===== config.mk =====
export PLATFORM = sky130hd
export DESIGN_NAME = exec_core
export DESIGN_NICKNAME = d
export VERILOG_FILES = /design/src/common/core_pkg.sv /design/src/control/instr_control.sv /design/src/rtl/alu.sv /design/src/rtl/register_file.sv /design/src/rtl/status_flags.sv /design/src/rtl/exec_core.sv
export SDC_FILE = /design/constraint.sdc
export NUM_CORES = 1
export LEC_CHECK = 0
export ABC_AREA = 1
export BUFFER_PORTS_ARGS = -buffer_cell sky130_fd_sc_hd__buf_2
export CORE_MARGIN = 4
export CORE_UTILIZATION = 24
export CTS_CLUSTER_SIZE = 10
export DETAILED_ROUTE_END_ITERATION = 6
export PLACE_DENSITY = 0.43
export SLEW_MARGIN = 20
export SYNTH_ARGS = -nofsm -noshare
export SYNTH_HDL_FRONTEND = slang
export SYNTH_HIERARCHICAL = 1
export SYNTH_SLANG_ARGS = --single-unit
export TNS_END_PERCENT = 50

===== constraint.sdc =====
create_clock -name clk -period 7.4 [get_ports clk]
set_clock_uncertainty 0.15 [all_clocks]
set_input_delay 0 -clock clk [delete_from_list [all_inputs] [get_ports clk]]
set_output_delay 0 -clock clk [all_outputs]
set_load 0.01 [all_outputs]

===== src/common/core_pkg.sv =====
/* Shared definitions for the accumulator execution core
   Data widths, kept opcodes, decode fields, ALU control and status types */
package core_pkg;

        typedef logic [7:0] byte_t;
        typedef logic [4:0] op_group_t;
        typedef logic [2:0] addr_mode_t;

        // Kept opcodes, immediate or implied only
        localparam byte_t OPC_ORA_IMM = 8'h09;
        localparam byte_t OPC_AND_IMM = 8'h29;
        localparam byte_t OPC_EOR_IMM = 8'h49;
        localparam byte_t OPC_ADC_IMM = 8'h69;
        localparam byte_t OPC_SBC_IMM = 8'hE9;
        localparam byte_t OPC_CMP_IMM = 8'hC9;
        localparam byte_t OPC_LDA_IMM = 8'hA9;
        localparam byte_t OPC_LDX_IMM = 8'hA2;
        localparam byte_t OPC_LDY_IMM = 8'hA0;
        localparam byte_t OPC_CPX_IMM = 8'hE0;
        localparam byte_t OPC_CPY_IMM = 8'hC0;
        localparam byte_t OPC_INX     = 8'hE8;
        localparam byte_t OPC_INY     = 8'hC8;
        localparam byte_t OPC_DEX     = 8'hCA;
        localparam byte_t OPC_DEY     = 8'h88;

        // Operation group is {opcode[7:5], opcode[1:0]}
        localparam op_group_t GROUP_ORA = 5'b000_01;
        localparam op_group_t GROUP_AND = 5'b001_01;
        localparam op_group_t GROUP_EOR = 5'b010_01;
        localparam op_group_t GROUP_ADC = 5'b011_01;
        localparam op_group_t GROUP_LDA = 5'b101_01;
        localparam op_group_t GROUP_CMP = 5'b110_01;
        localparam op_group_t GROUP_SBC = 5'b111_01;
        localparam op_group_t GROUP_LDY = 5'b101_00;
        localparam op_group_t GROUP_LDX = 5'b101_10;
        // INY and INX share these groups with the compares
        localparam op_group_t GROUP_CPY = 5'b110_00;
        localparam op_group_t GROUP_CPX = 5'b111_00;
        localparam op_group_t GROUP_DEX = 5'b110_10;
        localparam op_group_t GROUP_DEY = 5'b100_00;

        // Addressing mode is opcode[4:2]
        localparam addr_mode_t AM_IMM_GROUP0 = 3'b000;
        localparam addr_mode_t AM_IMM_GROUP1 = 3'b010;
        localparam addr_mode_t AM_IMPLIED    = 3'b010;

        typedef enum logic [2:0] {OP_OR, OP_AND, OP_XOR, OP_SUM, OP_PASS_B} alu_op_e;

        typedef enum logic [2:0] {SRC_A, SRC_X, SRC_Y, SRC_IMM, SRC_ZERO, SRC_FF} src_e;

        typedef enum logic [1:0] {CIN_ZERO, CIN_ONE, CIN_FLAG} carry_sel_e;

        typedef enum logic [1:0] {DEST_NONE, DEST_A, DEST_X, DEST_Y} dest_e;

        typedef enum logic [1:0] {ST_IDLE, ST_EXECUTE, ST_WRITEBACK} ctrl_state_e;

        typedef struct packed {
                logic upd_nz;
                logic upd_c;
                logic upd_v;
        } flag_update_t;

        typedef struct packed {
                alu_op_e    op;
                src_e       src_a;
                src_e       src_b;
                logic       invert_b;
                carry_sel_e carry_sel;
                byte_t      imm;
        } alu_ctrl_t;

        typedef struct packed {
                byte_t value;
                logic  carry;
                logic  overflow;
        } alu_result_t;

        typedef struct packed {
                logic n;
                logic v;
                logic z;
                logic c;
        } status_t;

endpackage


===== src/control/instr_control.sv =====
/* Instruction controller: idle, execute and writeback sequencing
   with opcode decode into ALU, destination and flag controls */
`timescale 1ns/100ps

module instr_control (
        input  logic                  clk,
        input  logic                  reset_n,
        input  logic                  instruction_ready,
        input  core_pkg::byte_t       opcode,
        input  core_pkg::byte_t       operand,
        output core_pkg::alu_ctrl_t   alu_ctrl,
        output core_pkg::dest_e       dest,
        output logic                  reg_write,
        output core_pkg::flag_update_t flag_update,
        output logic                  flag_write,
        output logic                  instruction_done
);

        core_pkg::ctrl_state_e state;
        core_pkg::byte_t       opcode_q;
        core_pkg::byte_t       operand_q;
        core_pkg::op_group_t   group;
        core_pkg::addr_mode_t  mode;

        always_ff @(posedge clk) begin
                if (!reset_n) begin
                        state            <= core_pkg::ST_IDLE;
                        instruction_done <= 1'b0;
                end else begin
                        instruction_done <= 1'b0;
                        case (state)
                                core_pkg::ST_IDLE: begin
                                        if (instruction_ready)
                                                state <= core_pkg::ST_EXECUTE;
                                end
                                core_pkg::ST_EXECUTE: state <= core_pkg::ST_WRITEBACK;
                                default: begin
                                        state            <= core_pkg::ST_IDLE;
                                        instruction_done <= 1'b1;
                                end
                        endcase
                end
        end

        // Instruction latch, held until the next accepted strobe
        always_ff @(posedge clk) begin
                if (state == core_pkg::ST_IDLE && instruction_ready) begin
                        opcode_q  <= opcode;
                        operand_q <= operand;
                end
        end

        assign group      = {opcode_q[7:5], opcode_q[1:0]};
        assign mode       = opcode_q[4:2];
        assign reg_write  = (state == core_pkg::ST_WRITEBACK);
        assign flag_write = (state == core_pkg::ST_WRITEBACK);

        always_comb begin
                alu_ctrl.op        = core_pkg::OP_PASS_B;
                alu_ctrl.src_a     = core_pkg::SRC_A;
                alu_ctrl.src_b     = core_pkg::SRC_IMM;
                alu_ctrl.invert_b  = 1'b0;
                alu_ctrl.carry_sel = core_pkg::CIN_ZERO;
                alu_ctrl.imm       = operand_q;
                dest               = core_pkg::DEST_NONE;
                flag_update        = '0;

                case (group)
                        core_pkg::GROUP_ORA, core_pkg::GROUP_AND, core_pkg::GROUP_EOR,
                        core_pkg::GROUP_ADC, core_pkg::GROUP_SBC, core_pkg::GROUP_CMP,
                        core_pkg::GROUP_LDA: begin
                                if (mode == core_pkg::AM_IMM_GROUP1) begin
                                        dest               = core_pkg::DEST_A;
                                        flag_update.upd_nz = 1'b1;
                                        case (group)
                                                core_pkg::GROUP_ORA: alu_ctrl.op = core_pkg::OP_OR;
                                                core_pkg::GROUP_AND: alu_ctrl.op = core_pkg::OP_AND;
                                                core_pkg::GROUP_EOR: alu_ctrl.op = core_pkg::OP_XOR;
                                                core_pkg::GROUP_LDA: alu_ctrl.op = core_pkg::OP_PASS_B;
                                                core_pkg::GROUP_CMP: begin
                                                        alu_ctrl.op        = core_pkg::OP_SUM;
                                                        alu_ctrl.invert_b  = 1'b1;
                                                        alu_ctrl.carry_sel = core_pkg::CIN_ONE;
                                                        dest               = core_pkg::DEST_NONE;
                                                        flag_update.upd_c  = 1'b1;
                                                end
                                                default: begin
                                                        // ADC, and SBC as A + ~imm + C
                                                        alu_ctrl.op        = core_pkg::OP_SUM;
                                                        alu_ctrl.invert_b  = (group == core_pkg::GROUP_SBC);
                                                        alu_ctrl.carry_sel = core_pkg::CIN_FLAG;
                                                        flag_update.upd_c  = 1'b1;
                                                        flag_update.upd_v  = 1'b1;
                                                end
                                        endcase
                                end
                        end
                        core_pkg::GROUP_LDX, core_pkg::GROUP_LDY: begin
                                if (mode == core_pkg::AM_IMM_GROUP0) begin
                                        dest = (group == core_pkg::GROUP_LDX) ? core_pkg::DEST_X
                                                                              : core_pkg::DEST_Y;
                                        flag_update.upd_nz = 1'b1;
                                end
                        end
                        core_pkg::GROUP_CPX, core_pkg::GROUP_CPY: begin
                                alu_ctrl.op    = core_pkg::OP_SUM;
                                alu_ctrl.src_a = (group == core_pkg::GROUP_CPX) ? core_pkg::SRC_X
                                                                                : core_pkg::SRC_Y;
                                if (mode == core_pkg::AM_IMM_GROUP0) begin
                                        alu_ctrl.invert_b  = 1'b1;
                                        alu_ctrl.carry_sel = core_pkg::CIN_ONE;
                                        flag_update.upd_nz = 1'b1;
                                        flag_update.upd_c  = 1'b1;
                                end else if (mode == core_pkg::AM_IMPLIED) begin
                                        // INX and INY
                                        alu_ctrl.src_b     = core_pkg::SRC_ZERO;
                                        alu_ctrl.carry_sel = core_pkg::CIN_ONE;
                                        dest = (group == core_pkg::GROUP_CPX) ? core_pkg::DEST_X
                                                                              : core_pkg::DEST_Y;
                                        flag_update.upd_nz = 1'b1;
                                end
                        end
                        core_pkg::GROUP_DEX, core_pkg::GROUP_DEY: begin
                                if (mode == core_pkg::AM_IMPLIED) begin
                                        alu_ctrl.op    = core_pkg::OP_SUM;
                                        alu_ctrl.src_b = core_pkg::SRC_FF;
                                        if (group == core_pkg::GROUP_DEX) begin
                                                alu_ctrl.src_a = core_pkg::SRC_X;
                                                dest           = core_pkg::DEST_X;
                                        end else begin
                                                alu_ctrl.src_a = core_pkg::SRC_Y;
                                                dest           = core_pkg::DEST_Y;
                                        end
                                        flag_update.upd_nz = 1'b1;
                                end
                        end
                        default: ;
                endcase
        end

endmodule


===== src/rtl/alu.sv =====
/* ALU with operand and carry selection, logic ops, 8-bit add
   with carry-out and signed overflow, and a registered result */
`timescale 1ns/100ps

module alu (
        input  logic                  clk,
        input  logic                  reset_n,
        input  core_pkg::alu_ctrl_t   alu_ctrl,
        input  core_pkg::byte_t       a,
        input  core_pkg::byte_t       x,
        input  core_pkg::byte_t       y,
        input  logic                  carry_flag,
        output core_pkg::alu_result_t alu_result
);

        core_pkg::byte_t       op_a;
        core_pkg::byte_t       op_b;
        logic                  carry_in;
        logic [8:0]            sum;
        core_pkg::alu_result_t result_d;

        function automatic core_pkg::byte_t pick(input core_pkg::src_e sel);
                case (sel)
                        core_pkg::SRC_A:    return a;
                        core_pkg::SRC_X:    return x;
                        core_pkg::SRC_Y:    return y;
                        core_pkg::SRC_IMM:  return alu_ctrl.imm;
                        core_pkg::SRC_FF:   return 8'hFF;
                        default:            return 8'h00;
                endcase
        endfunction

        always_comb begin
                op_a = pick(alu_ctrl.src_a);
                op_b = pick(alu_ctrl.src_b);
                // Subtract and compare add the inverted operand
                if (alu_ctrl.invert_b)
                        op_b = ~op_b;
        end

        always_comb begin
                case (alu_ctrl.carry_sel)
                        core_pkg::CIN_ONE:  carry_in = 1'b1;
                        core_pkg::CIN_FLAG: carry_in = carry_flag;
                        default:            carry_in = 1'b0;
                endcase
        end

        assign sum = {1'b0, op_a} + {1'b0, op_b} + {8'h00, carry_in};

        always_comb begin
                result_d.carry    = 1'b0;
                result_d.overflow = 1'b0;
                case (alu_ctrl.op)
                        core_pkg::OP_OR:  result_d.value = op_a | op_b;
                        core_pkg::OP_AND: result_d.value = op_a & op_b;
                        core_pkg::OP_XOR: result_d.value = op_a ^ op_b;
                        core_pkg::OP_SUM: begin
                                result_d.value    = sum[7:0];
                                result_d.carry    = sum[8];
                                // Same-sign operands giving an opposite-sign sum
                                result_d.overflow = (op_a[7] == op_b[7]) && (sum[7] != op_a[7]);
                        end
                        default:          result_d.value = op_b;
                endcase
        end

        always_ff @(posedge clk) begin
                if (!reset_n)
                        alu_result <= '0;
                else
                        alu_result <= result_d;
        end

endmodule


===== src/rtl/register_file.sv =====
/* Architectural A, X and Y registers, written from the ALU result */
`timescale 1ns/100ps

module register_file (
        input  logic                  clk,
        input  logic                  reset_n,
        input  core_pkg::dest_e       dest,
        input  logic                  reg_write,
        input  core_pkg::alu_result_t alu_result,
        output core_pkg::byte_t       a,
        output core_pkg::byte_t       x,
        output core_pkg::byte_t       y
);

        always_ff @(posedge clk) begin
                if (!reset_n) begin
                        a <= '0;
                        x <= '0;
                        y <= '0;
                end else if (reg_write) begin
                        case (dest)
                                core_pkg::DEST_A: a <= alu_result.value;
                                core_pkg::DEST_X: x <= alu_result.value;
                                core_pkg::DEST_Y: y <= alu_result.value;
                                // Compares and unknown opcodes write nothing
                                default: ;
                        endcase
                end
        end

endmodule


===== src/rtl/status_flags.sv =====
/* N, V, Z and C status register with per-group update mask */
`timescale 1ns/100ps

module status_flags (
        input  logic                   clk,
        input  logic                   reset_n,
        input  core_pkg::flag_update_t flag_update,
        input  logic                   flag_write,
        input  core_pkg::alu_result_t  alu_result,
        output core_pkg::status_t      status
);

        logic neg;
        logic zero;

        assign neg  = alu_result.value[7];
        assign zero = (alu_result.value == 8'h00);

        always_ff @(posedge clk) begin
                if (!reset_n) begin
                        status <= '0;
                end else if (flag_write) begin
                        if (flag_update.upd_nz) begin
                                status.n <= neg;
                                status.z <= zero;
                        end
                        if (flag_update.upd_c)
                                status.c <= alu_result.carry;
                        if (flag_update.upd_v)
                                status.v <= alu_result.overflow;
                end
        end

endmodule


===== src/rtl/exec_core.sv =====
/* Execution core top: controller, ALU, register file and flags */
`timescale 1ns/100ps

module exec_core (
        input  logic              clk,
        input  logic              reset_n,
        input  logic              instruction_ready,
        input  core_pkg::byte_t   opcode,
        input  core_pkg::byte_t   operand,
        output logic              instruction_done,
        output core_pkg::byte_t   a,
        output core_pkg::byte_t   x,
        output core_pkg::byte_t   y,
        output core_pkg::status_t status
);

        core_pkg::alu_ctrl_t    alu_ctrl;
        core_pkg::dest_e        dest;
        logic                   reg_write;
        core_pkg::flag_update_t flag_update;
        logic                   flag_write;
        core_pkg::alu_result_t  alu_result;

        instr_control ctrl0 (
                .clk               (clk),
                .reset_n           (reset_n),
                .instruction_ready (instruction_ready),
                .opcode            (opcode),
                .operand           (operand),
                .alu_ctrl          (alu_ctrl),
                .dest              (dest),
                .reg_write         (reg_write),
                .flag_update       (flag_update),
                .flag_write        (flag_write),
                .instruction_done  (instruction_done)
        );

        alu alu0 (
                .clk        (clk),
                .reset_n    (reset_n),
                .alu_ctrl   (alu_ctrl),
                .a          (a),
                .x          (x),
                .y          (y),
                .carry_flag (status.c),
                .alu_result (alu_result)
        );

        register_file regs0 (
                .clk        (clk),
                .reset_n    (reset_n),
                .dest       (dest),
                .reg_write  (reg_write),
                .alu_result (alu_result),
                .a          (a),
                .x          (x),
                .y          (y)
        );

        status_flags flags0 (
                .clk         (clk),
                .reset_n     (reset_n),
                .flag_update (flag_update),
                .flag_write  (flag_write),
                .alu_result  (alu_result),
                .status      (status)
        );

endmodule


==> results of run 1 <==
cell usage in the layout (no fill, tap or decap), types with 2 or more instances in the layout:
cell and n:
inv_2 20, dfxtp_1 41, edfxtp_1 16, ha_1 18, o21ai_1 6, bufinv_16 3
nor2_4 3, fa_1 2, nand4_1 13, clkinv_1 2, nand2_1 175, o21ai_0 10
nor2_2 5, buf_2 47, a41oi_1 2, a211oi_1 4, inv_1 99, nand3_2 9
nor3b_1 3, dlygate4sd3_1 17, a21oi_1 18, nand3_1 48, nand2_2 14, o22ai_1 5
a21oi_2 2, nor2_1 103, clkbuf_16 9
final timing paths:
path,end,cells past startpoint,startpoint
max,alu0/alu_result[8],26,ctrl0/opcode_q[7]
min,regs0/y[6],3,reset_n
max reg2reg,alu0/alu_result[8],26,ctrl0/opcode_q[7]
min reg2reg,ctrl0/state[1],1,ctrl0/state[1]
routing by layer:
metal | share of wire (%) | wire length [um] | global-route usage (%) | vias to the layer above
li1 | - | - | - | 2123
met4 | 3.3 | 457 | 7.003 | 0
met5 | 0 | 0 | 0 | -
met1 | 48 | 6530 | 19.05 | 1906
met3 | 3.4 | 460 | 2.539 | 22
met2 | 45 | 6202 | 22.47 | 98
cell families (layout without fill, tap and decap cells):
| logic type | Yosys count | count (layout) |
|---|---|---|
| AND/OR/NAND/NOR | 378 | 378 |
| buffers and inverters | 131 | 201 |
| flip-flops | 57 | 57 |
| AO/OA/AOI/OAI | 52 | 52 |
| adder cells (fa/ha/maj) | 20 | 20 |
| other | 1 | 1 |
| XOR/XNOR | 1 | 1 |
critical path, cell delays in order, from the launching register on:
cell      delay (ns)
edfxtp_1        0.49
nand2_2         0.15
nor2_4          0.06
nand2_2         0.11
nand3_2         0.09
nand2_2         0.22
inv_1           0.19
inv_2           0.22
nand3_2         0.14
nor2_1          0.15
nor2_1          0.08
nand2_1         0.07
nand2_1         0.05
nand2_2         0.08
inv_2           0.05
fa_1            0.38
inv_1           0.14
fa_1            0.23
nand2_1         0.06
nand2_1         0.11
nand3_1         0.10
nand2_1         0.07
nand2_1         0.06
nand3_1         0.07
nand3_1         0.06
nor2_1          0.10
nor2_1          0.04
metrics by stage:
| stage | total power (uW) | area (um2) |
|---|---|---|
| 2_1_floorplan | 422.9 | 4148 |
| 3_3_place_gp | 456.9 | 4546 |
| 3_5_place_dp | 456.9 | 4546 |
| 4_1_cts | 959.2 | 5061 |
| 5_1_grt | 989.9 | 5061 |
| 6_report | 942.3 | 5061 |
sequential cells by signal (all words and copies together) (netlist names):
register / cells
flags0/status: 4
regs0/a: 8
ctrl0/opcode_q: 8
ctrl0/operand_q: 8
alu0/alu_result: 10
ctrl0/instruction_done: 1
ctrl0/state: 2
regs0/x: 8
regs0/y: 8
power by group through the flow:
stage                     Clock, uW  Sequential [uW]  Combinational (uW)
after floorplan                   0              349                73.5
after global placement            0              358                98.7
after detailed placement          0              358                99.0
after CTS                       501              351                 106
after global routing            516              353                 122
final                           485              351                 106
cell type report:
class	count	area, um2	share of cell area [%]
well taps	220	275.3	5.439
inverters	120	450.4	8.900
clock buffers	11	242.7	4.796
multi-input cells	452	2276	44.97
repair buffers	65	412.9	8.158
flip-flops and latches	57	1301	25.71
clock inverters	5	102.6	2.027
timing repair:
action / in CTS / in global routing
endpoints found under the hold margin: 22 / 0
hold buffers: 17 / 0
setup buffers: 0 / 0
==> results.md, run 1 <==
- Global-route wire length before repair: between 20000 and 25000 um
- IO Port Bufs: 47
- Vias in the first global route: 4014
- Post-synth top flop: dfxtp_1
- Post-synthesis register bit count: 57
- Cell Int Power: 708.9 uW
- Flop pwr share: 37.3%
- # diodes: 0
- Syn nets: 679
- TritonCTS clock tree: done
- Async set-reset flop share out of synthesis: 0%
- Sw frac: 24.77%
- Area growth from synthesis to layout: 22.02%
- Peak VDD IR: 0.00009252 V
- Synth top area cells: dfxtp_1 (20%), nand2_1 (16%), edfxtp_1 (12%)
- Fmax: 0.2593 GHz
- Switching Power: about 230 uW
- Critical Path Fanout Max: 10
- Clock power frac: 51.4%
- Finished Layout Cells: 930
- Largest family of logic cells by synthesized area: simple AND/OR/NAND/NOR gates
- Maximum Capacitance Violations: 0
- Placer congestion estimate: 0.9358
- RSZ-0062 raised after global routing: no
- Post-synthesis mux area share: 0%
- Fin crit period: 3.857 ns
- Biggest area consumer among synthesized cells: dfxtp_1
- Startpoint types: register
- Total gr overflow: 0
- Synth Cell Area: 4148 um2
- Worst Hold Class: in2reg
- Pwr Density: 186.2 nW/um2
- Final hold violation count: 0
- Worst-skew pair later-pin latency: 0.34 ns
- XOR/XNOR Fraction of Synth Area: 0.2112%
- Crit Path Category: reg2reg
- Post-CTS sizing: 0
- Critical Path End Type: register
- Share of layout cells above drive strength 1: 16.76%
- Number of core rows: 47
- YS warnings: 6
- Deepest clock path buffer count: 2
- Iter 0 DRT Violations: 268
- WL final: 13650 um
- DIE WIDTH: 139.5 um
- Setup TNS: 0 ns
- Commonest cells post-synth: nand2_1 (175), nor2_1 (103), inv_1 (99)
- Final Max Slew Viols: 0
- Synth Area in Simple Gates: between 40% and 50%
- Core Util, Final: 30.20%
- # IOs: 48
- Vias per cell: 4.461
- Synth Area in Compound Gates: 7.511%
- DR WL/cell: 14.68 um
- Top cell type's share of synthesized area: a little under 20%
- Root buffer cell: clkbuf_16
- Total CTS buffers: 9
- FILL cells: 1839
- Distinct cells, synth: 40
- Hpwl dp: 10660 um
- Initial antenna violation count: 0
- Most frequent cell after synthesis: nand2_1
- Pre-Repair DR Iteration Count: 5
- Seq/Total Area, Yosys: 31.37%
- Synth Area per Inst: roughly 6.5 um2
- CP required: 7.47 ns
- Sink Count: 57
- Final cycle utilization of the critical path: 52.12%
- DRC: 0
- Worst rel slew slack: roughly two fifths
- Logic gate share of total power: 11.3%
- Synth Instances: 640
- CTS clock-pin slew for the worst setup and hold paths: 0.05 ns
- Die Area: 19450 um2
- Setup WS pre-CTS: 3.577 ns
- Status: finished, final reports clean
- Global Route Usage Sum: roughly 14%
- Final ANT Viol Nets: 0
- Worst EP arrival: about 3.9 ns
- Chip height: 139.5 um
- Final nets: between 700 and 800
- Initial Util: 24.75%
- # setup viols final: 0
- Fin Hold WS: 0.08735 ns
- PnR worst setup slack: roughly 3.5 ns
- Placed cell count: roughly 900
- Via count: 4149
- EDFF count, synth: 16
- Largest net degree at the start of global routing: 35
- Worst slew pin tran: 0.9247 ns
- Core area: approximately 17000 um2
- Setup slack, reg-to-reg: 3.54 ns
- Leakage power: approximately 0.0026 uW
- # H-tree levels: 3
- Post-Synth Adder-Cell Area: under 10%
Power figures use the tool's default switching activity.
==> run 2: changes to the inputs <==
--- a/config.mk
+++ b/config.mk
@@ -5,13 +5,13 @@
 export SDC_FILE = /design/constraint.sdc
 export NUM_CORES = 1
 export LEC_CHECK = 0
-export ABC_AREA = 1
+export ABC_AREA = 0
 export BUFFER_PORTS_ARGS = -buffer_cell sky130_fd_sc_hd__buf_2
 export CORE_MARGIN = 4
 export CORE_UTILIZATION = 24
 export CTS_CLUSTER_SIZE = 10
 export DETAILED_ROUTE_END_ITERATION = 6
-export PLACE_DENSITY = 0.43
+export PLACE_DENSITY = 0.44
 export SLEW_MARGIN = 20
 export SYNTH_ARGS = -nofsm -noshare
 export SYNTH_HDL_FRONTEND = slang
==> constraint.sdc (replaced) <==
create_clock -name clk -period 3.5 [get_ports clk]
set_clock_uncertainty 0.15 [all_clocks]
set_input_delay 0 -clock clk [delete_from_list [all_inputs] [get_ports clk]]
set_output_delay 0 -clock clk [all_outputs]
set_load 0.01 [all_outputs]
==> run 2 against run 1 <==
The run now ends with setup timing left. Synthesized cell count fell by 31%. Synthesized area fell by 6.5%. Register-to-register slack got worse by 3.7 ns. Global-route usage barely moved. Flip-flop and latch count did not move. Final cell count fell by 14%. Sequential share of layout area fell by 3.3 points. Power rose by 110%. Via count fell by 11%. Count of clock-buffer cells in the layout rose by 1. Setup slack got worse by 3.7 ns. Critical endpoint unchanged.
==> results.md, run 2 <==
- Status: finished with violations (was finished, final reports clean)
- Failing checks: setup timing
- Vias in the first global route: 3746 (was 4014)
- EDFF count, synth: 16 (unchanged)
- WL final: 12670 um (was 13650 um)
- Post-synthesis register bit count: 57 (unchanged)
- Worst EP arrival: 3.72 ns (was 3.92 ns)
- Synth Area per Inst: 8.830 um2 (was 6.481 um2)
- Leakage power: 0.002486 uW (was 0.002589 uW)
- YS warnings: 6 (unchanged)
- Most frequent cell after synthesis: nand2_1 (unchanged)
- DRC: 0 (unchanged)
- Total CTS buffers: 9 (unchanged)
- Global-route wire length before repair: 20290 um (was 21830 um)
- Hpwl dp: 9306 um (was 10660 um)
- Vias per cell: 4.623 (was 4.461)
- Seq/Total Area, Yosys: 33.57% (was 31.37%)
- Commonest cells post-synth: nand2_1 (55), dfxtp_1 (41), mux2i_1 (41) (was nand2_1 (175), nor2_1 (103), inv_1 (99))
- Share of layout cells above drive strength 1: 40.38% (was 16.76%)
- Finished Layout Cells: 798 (was 930)
- IO Port Bufs: 47 (unchanged)
- Startpoint types: register (unchanged)
- DR WL/cell: 15.88 um (was 14.68 um)
- Maximum Capacitance Violations: 0 (unchanged)
- RSZ-0062 raised after global routing: yes (was no)
- Worst-skew pair later-pin latency: 0.34 ns (about the same)
- Crit Path Category: reg2reg (unchanged)
- CP required: 3.56 ns (was 7.47 ns)
- Die Area: 18250 um2 (was 19450 um2)
- Worst rel slew slack: 53.48% (was 38.13%)
- Number of core rows: 46 (was 47)
- Worst Hold Class: in2reg (unchanged)
- Biggest register: alu0/alu_result (unchanged)
- Most common cell after layout, fill and taps aside: buf_4 (was nand2_1)
- Post-route cell area: 5797 um2 (was 5061 um2)
- Via count: 3689 (was 4149)
- Total gr overflow: 0 (unchanged)
- Top cell type's share of synthesized area: 21.17% (was 19.79%)
- Initial antenna violation count: 0 (unchanged)
- Synth Cell Area: 3876 um2 (was 4148 um2)
- Initial Util: 24.49% (was 24.75%)
- Largest family of logic cells by synthesized area: simple AND/OR/NAND/NOR gates (unchanged)
- Deepest clock path buffer count: 2 (unchanged)
- CTS clock-pin slew for the worst setup and hold paths: 0.06 ns (was 0.05 ns)
- FILL cells: 1626 (was 1839)
- Commonest cells after routing, fill and taps aside: buf_4 (79), nand2_1 (54), buf_2 (48) (was nand2_1 (175), nor2_1 (103), inv_1 (99))
- # diodes: 0 (unchanged)
- DIE WIDTH: 135.1 um (was 139.5 um)
- Fin crit period: 3.659 ns (was 3.857 ns)
- Final ANT Viol Nets: 0 (unchanged)
- Synth Area in Compound Gates: 16.53% (was 7.511%)
- Post-synthesis mux area share: 12.33% (was 0%)
- Peak VDD IR: 0.0002309 V (was 0.00009252 V)
- Iter 0 DRT Violations: 195 (was 268)
- Final hold violation count: 0 (unchanged)
- Fmax: 0.2733 GHz (was 0.2593 GHz)
- Critical Path Fanout Max: 8 (was 10)
- Placed cell count: 746 (was 897)
- Fin Hold WS: 0.02148 ns (was 0.08735 ns)
- Placer congestion estimate: 0.8200 (was 0.9358)
- # IOs: 48 (unchanged)
- Worst slew pin tran: 0.6957 ns (was 0.9247 ns)
- Critical R2R Launch: ctrl0/opcode_q[4] (was ctrl0/opcode_q[7])
- Core area: 15830 um2 (was 16760 um2)
- Syn nets: 478 (was 679)
- Largest net degree at the start of global routing: 48 (was 35)
- Global Route Usage Sum: 14.30% (was 14.34%)
- Async set-reset flop share out of synthesis: 0% (unchanged)
- Final nets: 616 (was 744)
- TritonCTS clock tree: done (unchanged)
- Distinct cells, synth: 71 (was 40)
- Synth top area cells: dfxtp_1 (21%), edfxtp_1 (12%), mux2i_1 (11%) (was dfxtp_1 (20%), nand2_1 (16%), edfxtp_1 (12%))
- Pre-Repair DR Iteration Count: 4 (was 5)
- Largest register FFs: 10 (unchanged)
- Synth Instances: 439 (was 640)
- Post-placement cell area: 4780 um2 (was 4546 um2)
- Final Max Slew Viols: 0 (unchanged)
- Root buffer cell: clkbuf_16 (unchanged)
- Pwr Density: 335.1 nW/um2 (was 186.2 nW/um2)
- Area growth from synthesis to layout: 49.55% (was 22.02%)
- Synth Area in Simple Gates: 19.72% (was 40.66%)
- Final cycle utilization of the critical path: 104.6% (was 52.12%)
- Biggest area consumer among synthesized cells: dfxtp_1 (unchanged)
- CP Launch Point: ctrl0/opcode_q[4] (was ctrl0/opcode_q[7])
- PnR worst setup slack: -0.1594 ns (was 3.543 ns)
- Post-Synth Adder-Cell Area: 6.843% (was 6.395%)
- XOR/XNOR Fraction of Synth Area: 3.163% (was 0.2112%)
- Sink Count: 57 (unchanged)
- # H-tree levels: 3 (unchanged)
- Post-synth top flop: dfxtp_1 (unchanged)
- Critical Path End Type: register (unchanged)
- # setup viols final: 5 (was 0)
- HP Start: reset_n (unchanged)
- Setup WS pre-CTS: -0.2071 ns (was 3.577 ns)
- Setup TNS: -0.2487 ns (was 0 ns)
- Chip height: 135.1 um (was 139.5 um)
-- run 2: cell types whose count changed after synthesis, moves of 14 or more --
cell / previous run / this run
nand2_1: 175 / 55
nor2_1: 103 / 27
inv_1: 99 / 28
mux2i_1: 0 / 41
nand3_1: 48 / 15
inv_2: 20 / 3
nand2_2: 14 / 0
-- run 2: power by group --
group / switching (uW) / internal, uW
logic: 163 / 154
registers: 21.2 / 704
clock network: 320 / 579
-- run 2: layout make-up --
class | count | area (um2) | area share, %
inverter | 31 | 118.9 | 2.051
clock inverter | 4 | 21.27 | 0.3669
sequential | 57 | 1301 | 22.45
clock buffer | 12 | 289.0 | 4.986
multi-input combinational | 324 | 2653 | 45.76
timing repair buffer | 154 | 1144 | 19.73
tap | 216 | 270.3 | 4.662
-- run 2: repair_timing --
item,4_1_cts,5_1_grt
hold buffers,16,0
endpoints found under the hold margin,16,0
pin swaps,24,29
gates resized for setup,38,41
setup buffers,13,6
setup endpoints to repair,8,9
cloned,1,0
-- run 2: worst max-delay path, cell delays in order (launching register included) --
cell and delay, ns:
edfxtp_1 0.40, or3b_4 0.46, nor2_4 0.18, o21ai_4 0.10
buf_6 0.16, buf_6 0.13, nor3_4 0.16, a21oi_1 0.06
a21oi_1 0.20, xnor2_1 0.17, buf_4 0.19, fa_2 0.39
nand3_4 0.08, a21oi_2 0.05, or3_1 0.33, a311oi_2 0.26
a211oi_2 0.05
-- run 2: worst paths after layout --
path	endpoint	slack [ns]	cells after the start
setup / recovery	alu0/alu_result[8]	-0.16	16
hold / removal	flags0/status[1]	0.02	4
setup reg to reg	alu0/alu_result[8]	-0.16	16
hold reg to reg	flags0/status[2]	0.31	2
-- run 2: kinds of logic (layout without fill, tap and decap cells) --
group                    after synthesis  count (layout)
AO/OA/AOI/OAI                         94              94
adder cells (fa/ha/maj)               20              20
buffers and inverters                 58             201
other                                  1               1
XOR/XNOR                              14              14
AND/OR/NAND/NOR                      148             148
flip-flops                            57              57
multiplexers                          47              47
-- run 2: through the flow --
stage | util [%] | total power, uW
after global routing | 36.62 | 2028
after CTS | 34.79 | 1932
after floorplan | - | 882.4
final | 36.62 | 1942
after global placement | 30.20 | 989.0
after detailed placement | 30.20 | 990.3
-- run 2: per-layer routing --
layer  wire [um]  up-vias  global-route usage, %
li1            -     1819                      -
met1        6027     1792                  19.13
met2        5947       66                  22.70
met3         497       12                  3.502
met4         198        0                  4.591
met5           0        -                      0
==> run 3: changes to the inputs <==
--- a/config.mk
+++ b/config.mk
@@ -12,6 +12,7 @@
 export CTS_CLUSTER_SIZE = 10
 export DETAILED_ROUTE_END_ITERATION = 6
 export PLACE_DENSITY = 0.44
+export REMOVE_ABC_BUFFERS = 1
 export SLEW_MARGIN = 20
 export SYNTH_ARGS = -nofsm -noshare
 export SYNTH_HDL_FRONTEND = slang
==> run 3 against run 2 <==
The run still ends with setup timing left. Flip-flop and latch count did not move. Combinational power fell by 3%. Maximum frequency rose by 1.4%. Sequential share of layout area rose by 0.88 points. Hold slack improved by 0.013 ns. Via count fell by 0.22%. Sequential power barely moved. Non-clock buffer count fell by 6.
==> results.md, run 3 (synthesized netlist as in run 2, its figures left out) <==
- Critical R2R Launch: ctrl0/opcode_q[4] (unchanged)
- Final nets: 610 (was 616)
- # H-tree levels: 3 (unchanged)
- Met3 GRT Util: 2.906% (was 3.502%)
- Slowest-stage cell, CP: or3b_4 (unchanged)
- Root buffer cell: clkbuf_16 (unchanged)
- Iter 0 DRT Violations: 145 (was 195)
- Total gr overflow: 0 (unchanged)
- Biggest register: alu0/alu_result (unchanged)
- Buf/Inv on CP: 5 (was 3)
- Setup WS pre-CTS: -0.3154 ns (was -0.2071 ns)
- TritonCTS clock tree: done (unchanged)
- Critical Path Fanout Max: 5 (was 8)
- Failing checks: setup timing (unchanged)
- Most common cell after layout, fill and taps aside: buf_4 (unchanged)
- Hpwl dp: 9018 um (was 9306 um)
- R2R Path End: alu0/alu_result[8] (unchanged)
- IO Port Bufs: 47 (unchanged)
- Worst rel slew slack: 49.60% (was 53.48%)
- Fin crit period: 3.609 ns (was 3.659 ns)
- Worst Hold Class: in2reg (unchanged)
- Crit Path Category: reg2reg (unchanged)
- Startpoint types: register (unchanged)
- M1 GR Usage: 17.49% (was 19.13%)
- DR WL/cell: 15.29 um (was 15.88 um)
- WL final: 12110 um (was 12670 um)
- Worst Hold End: ctrl0/opcode_q[1] (was flags0/status[1])
- Initial Util: 24.49% (unchanged)
- Fmax: 0.2770 GHz (was 0.2733 GHz)
- Peak VDD IR: 0.0002222 V (was 0.0002309 V)
- # IOs: 48 (unchanged)
- Sink Count: 57 (unchanged)
- FF-to-FF path depth: 18 (was 16)
- Largest net degree at the start of global routing: 31 (was 48)
- Final ANT Viol Nets: 0 (unchanged)
- Crit-path max cell delay: 0.46 ns (about the same)
- Worst-skew pair later-pin latency: 0.33 ns (was 0.34 ns)
- Die Area: 18250 um2 (unchanged)
- Vias per cell: 4.648 (was 4.623)
- Core area: 15830 um2 (unchanged)
- Critical Path End Type: register (unchanged)
- Maximum Capacitance Violations: 0 (unchanged)
- Hold path depth: 2 (was 4)
- Chip height: 135.1 um (unchanged)
- Placer congestion estimate: 0.8193 (was 0.8200)
- Final cycle utilization of the critical path: 103.1% (was 104.6%)
- # setup viols final: 3 (was 5)
- FILL cells: 1621 (was 1626)
- Number of core rows: 46 (unchanged)
- # diodes: 0 (unchanged)
- Global-route wire length before repair: 19260 um (was 20290 um)
- Via count: 3681 (was 3689)
- Leakage power: 0.002420 uW (was 0.002486 uW)
- Share of layout cells above drive strength 1: 37.50% (was 40.38%)
- Final hold violation count: 0 (unchanged)
- Worst path cell trace: or3b_4 > nor2_4 > o21ai_4 > inv_2 > buf_4 > buf_6 > buf_6 > o21a_1 > a21oi_1 > o22ai_1 > xor2_1 > buf_4 > ha_4 > a21oi_2 > a21oi_1 > or3_1 > a311oi_2 > a211oi_1 (was or3b_4 > nor2_4 > o21ai_4 > buf_6 > buf_6 > nor3_4 > a21oi_1 > a21oi_1 > xnor2_1 > buf_4 > fa_2 > nand3_4 > a21oi_2 > or3_1 > a311oi_2 > a211oi_2)
- RSZ-0062 raised after global routing: yes (unchanged)
- Initial antenna violation count: 0 (unchanged)
- Pwr Density: 331.3 nW/um2 (was 335.1 nW/um2)
- PnR worst setup slack: -0.1095 ns (was -0.1594 ns)
- Total CTS buffers: 9 (unchanged)
- Worst EP arrival: 3.65 ns (was 3.72 ns)
- Final Max Slew Viols: 0 (unchanged)
- Largest register FFs: 10 (unchanged)
- GRT met2 Usage: 21.93% (was 22.70%)
- Pre-Repair DR Iteration Count: 4 (unchanged)
- DIE WIDTH: 135.1 um (unchanged)
- Area growth from synthesis to layout: 43.93% (was 49.55%)
- Vias in the first global route: 3698 (was 3746)
- Setup slack, reg-to-reg: -0.11 ns (was -0.16 ns)
- Deepest clock path buffer count: 2 (unchanged)
- Commonest cells after routing, fill and taps aside: buf_4 (76), nand2_1 (54), buf_2 (48) (was buf_4 (79), nand2_1 (54), buf_2 (48))
- Gr busiest metal: met2 (unchanged)
- Critical path's top delay family: compound AO/OA/AOI/OAI gates (was simple AND/OR/NAND/NOR gates)
- Fin Hold WS: 0.03477 ns (was 0.02148 ns)
- DRC: 0 (unchanged)
- Worst slew pin tran: 0.7528 ns (was 0.6957 ns)
- CP required: 3.54 ns (was 3.56 ns)
- HP Start: instruction_ready (was reset_n)
- Status: finished with violations (unchanged)
- Global Route Usage Sum: 13.30% (was 14.30%)
- Setup TNS: -0.2478 ns (was -0.2487 ns)
- CTS clock-pin slew for the worst setup and hold paths: 0.05 ns (was 0.06 ns)
[run 3: power by group]
part / leakage [uW] / switching (uW) / internal, uW
registers: 0.000486 / 20.2 / 705
logic: 0.00180 / 157 / 151
clock network: 0.000131 / 303 / 513
[run 3: per-stage QoR]
step / total power [uW] / cell area (um2) / util [%] / cells
CTS: 1845 / 5404 / 34.14 / 784
floorplan: 865.6 / 3692 / - / 412
finish: 1849 / 5579 / 35.25 / 792
global placement: 975.9 / 4693 / 29.65 / 738
detailed placement: 977.6 / 4693 / 29.65 / 738
global route: 1927 / 5579 / 35.25 / 792
[run 3: worst max-delay path by stage]
stage | startpoint | endpoint | depth (start not counted)
6_report | ctrl0/opcode_q[4] | alu0/alu_result[8] | 18
5_1_grt | ctrl0/opcode_q[4] | alu0/alu_result[9] | 18
4_1_cts | ctrl0/opcode_q[4] | alu0/alu_result[8] | 16
3_5_place_dp | ctrl0/opcode_q[2] | alu0/alu_result[9] | 17
3_3_place_gp | ctrl0/opcode_q[2] | alu0/alu_result[8] | 14
2_1_floorplan | ctrl0/opcode_q[1] | alu0/alu_result[8] | 15
[run 3: area by class of cell]
cell class              instances  area [um2]  share of cell area [%]
repair buffers                148        1069                   19.15
flip-flops and latches         57        1301                   23.32
multi-input cells             324        2547                   45.66
well taps                     216       270.3                   4.844
inverters                      31       116.4                   2.086
clock inverters                 3       15.01                  0.2691
clock buffers                  13       260.3                   4.665
[run 3: per-layer routing]
metal  routed length (um)  part of all wire, %
met1                 5709                   47
met4                  124                  1.0
met2                 5877                   49
met5                    0                    0
met3                  397                  3.3
[run 3: repair_timing]
item,in CTS,in global routing
buffers inserted,12,8
endpoints found under the setup margin,9,9
hold buffers,17,0
resized for setup,36,26
hold endpoints to repair,22,0
pin swaps,20,18
cloned,1,0
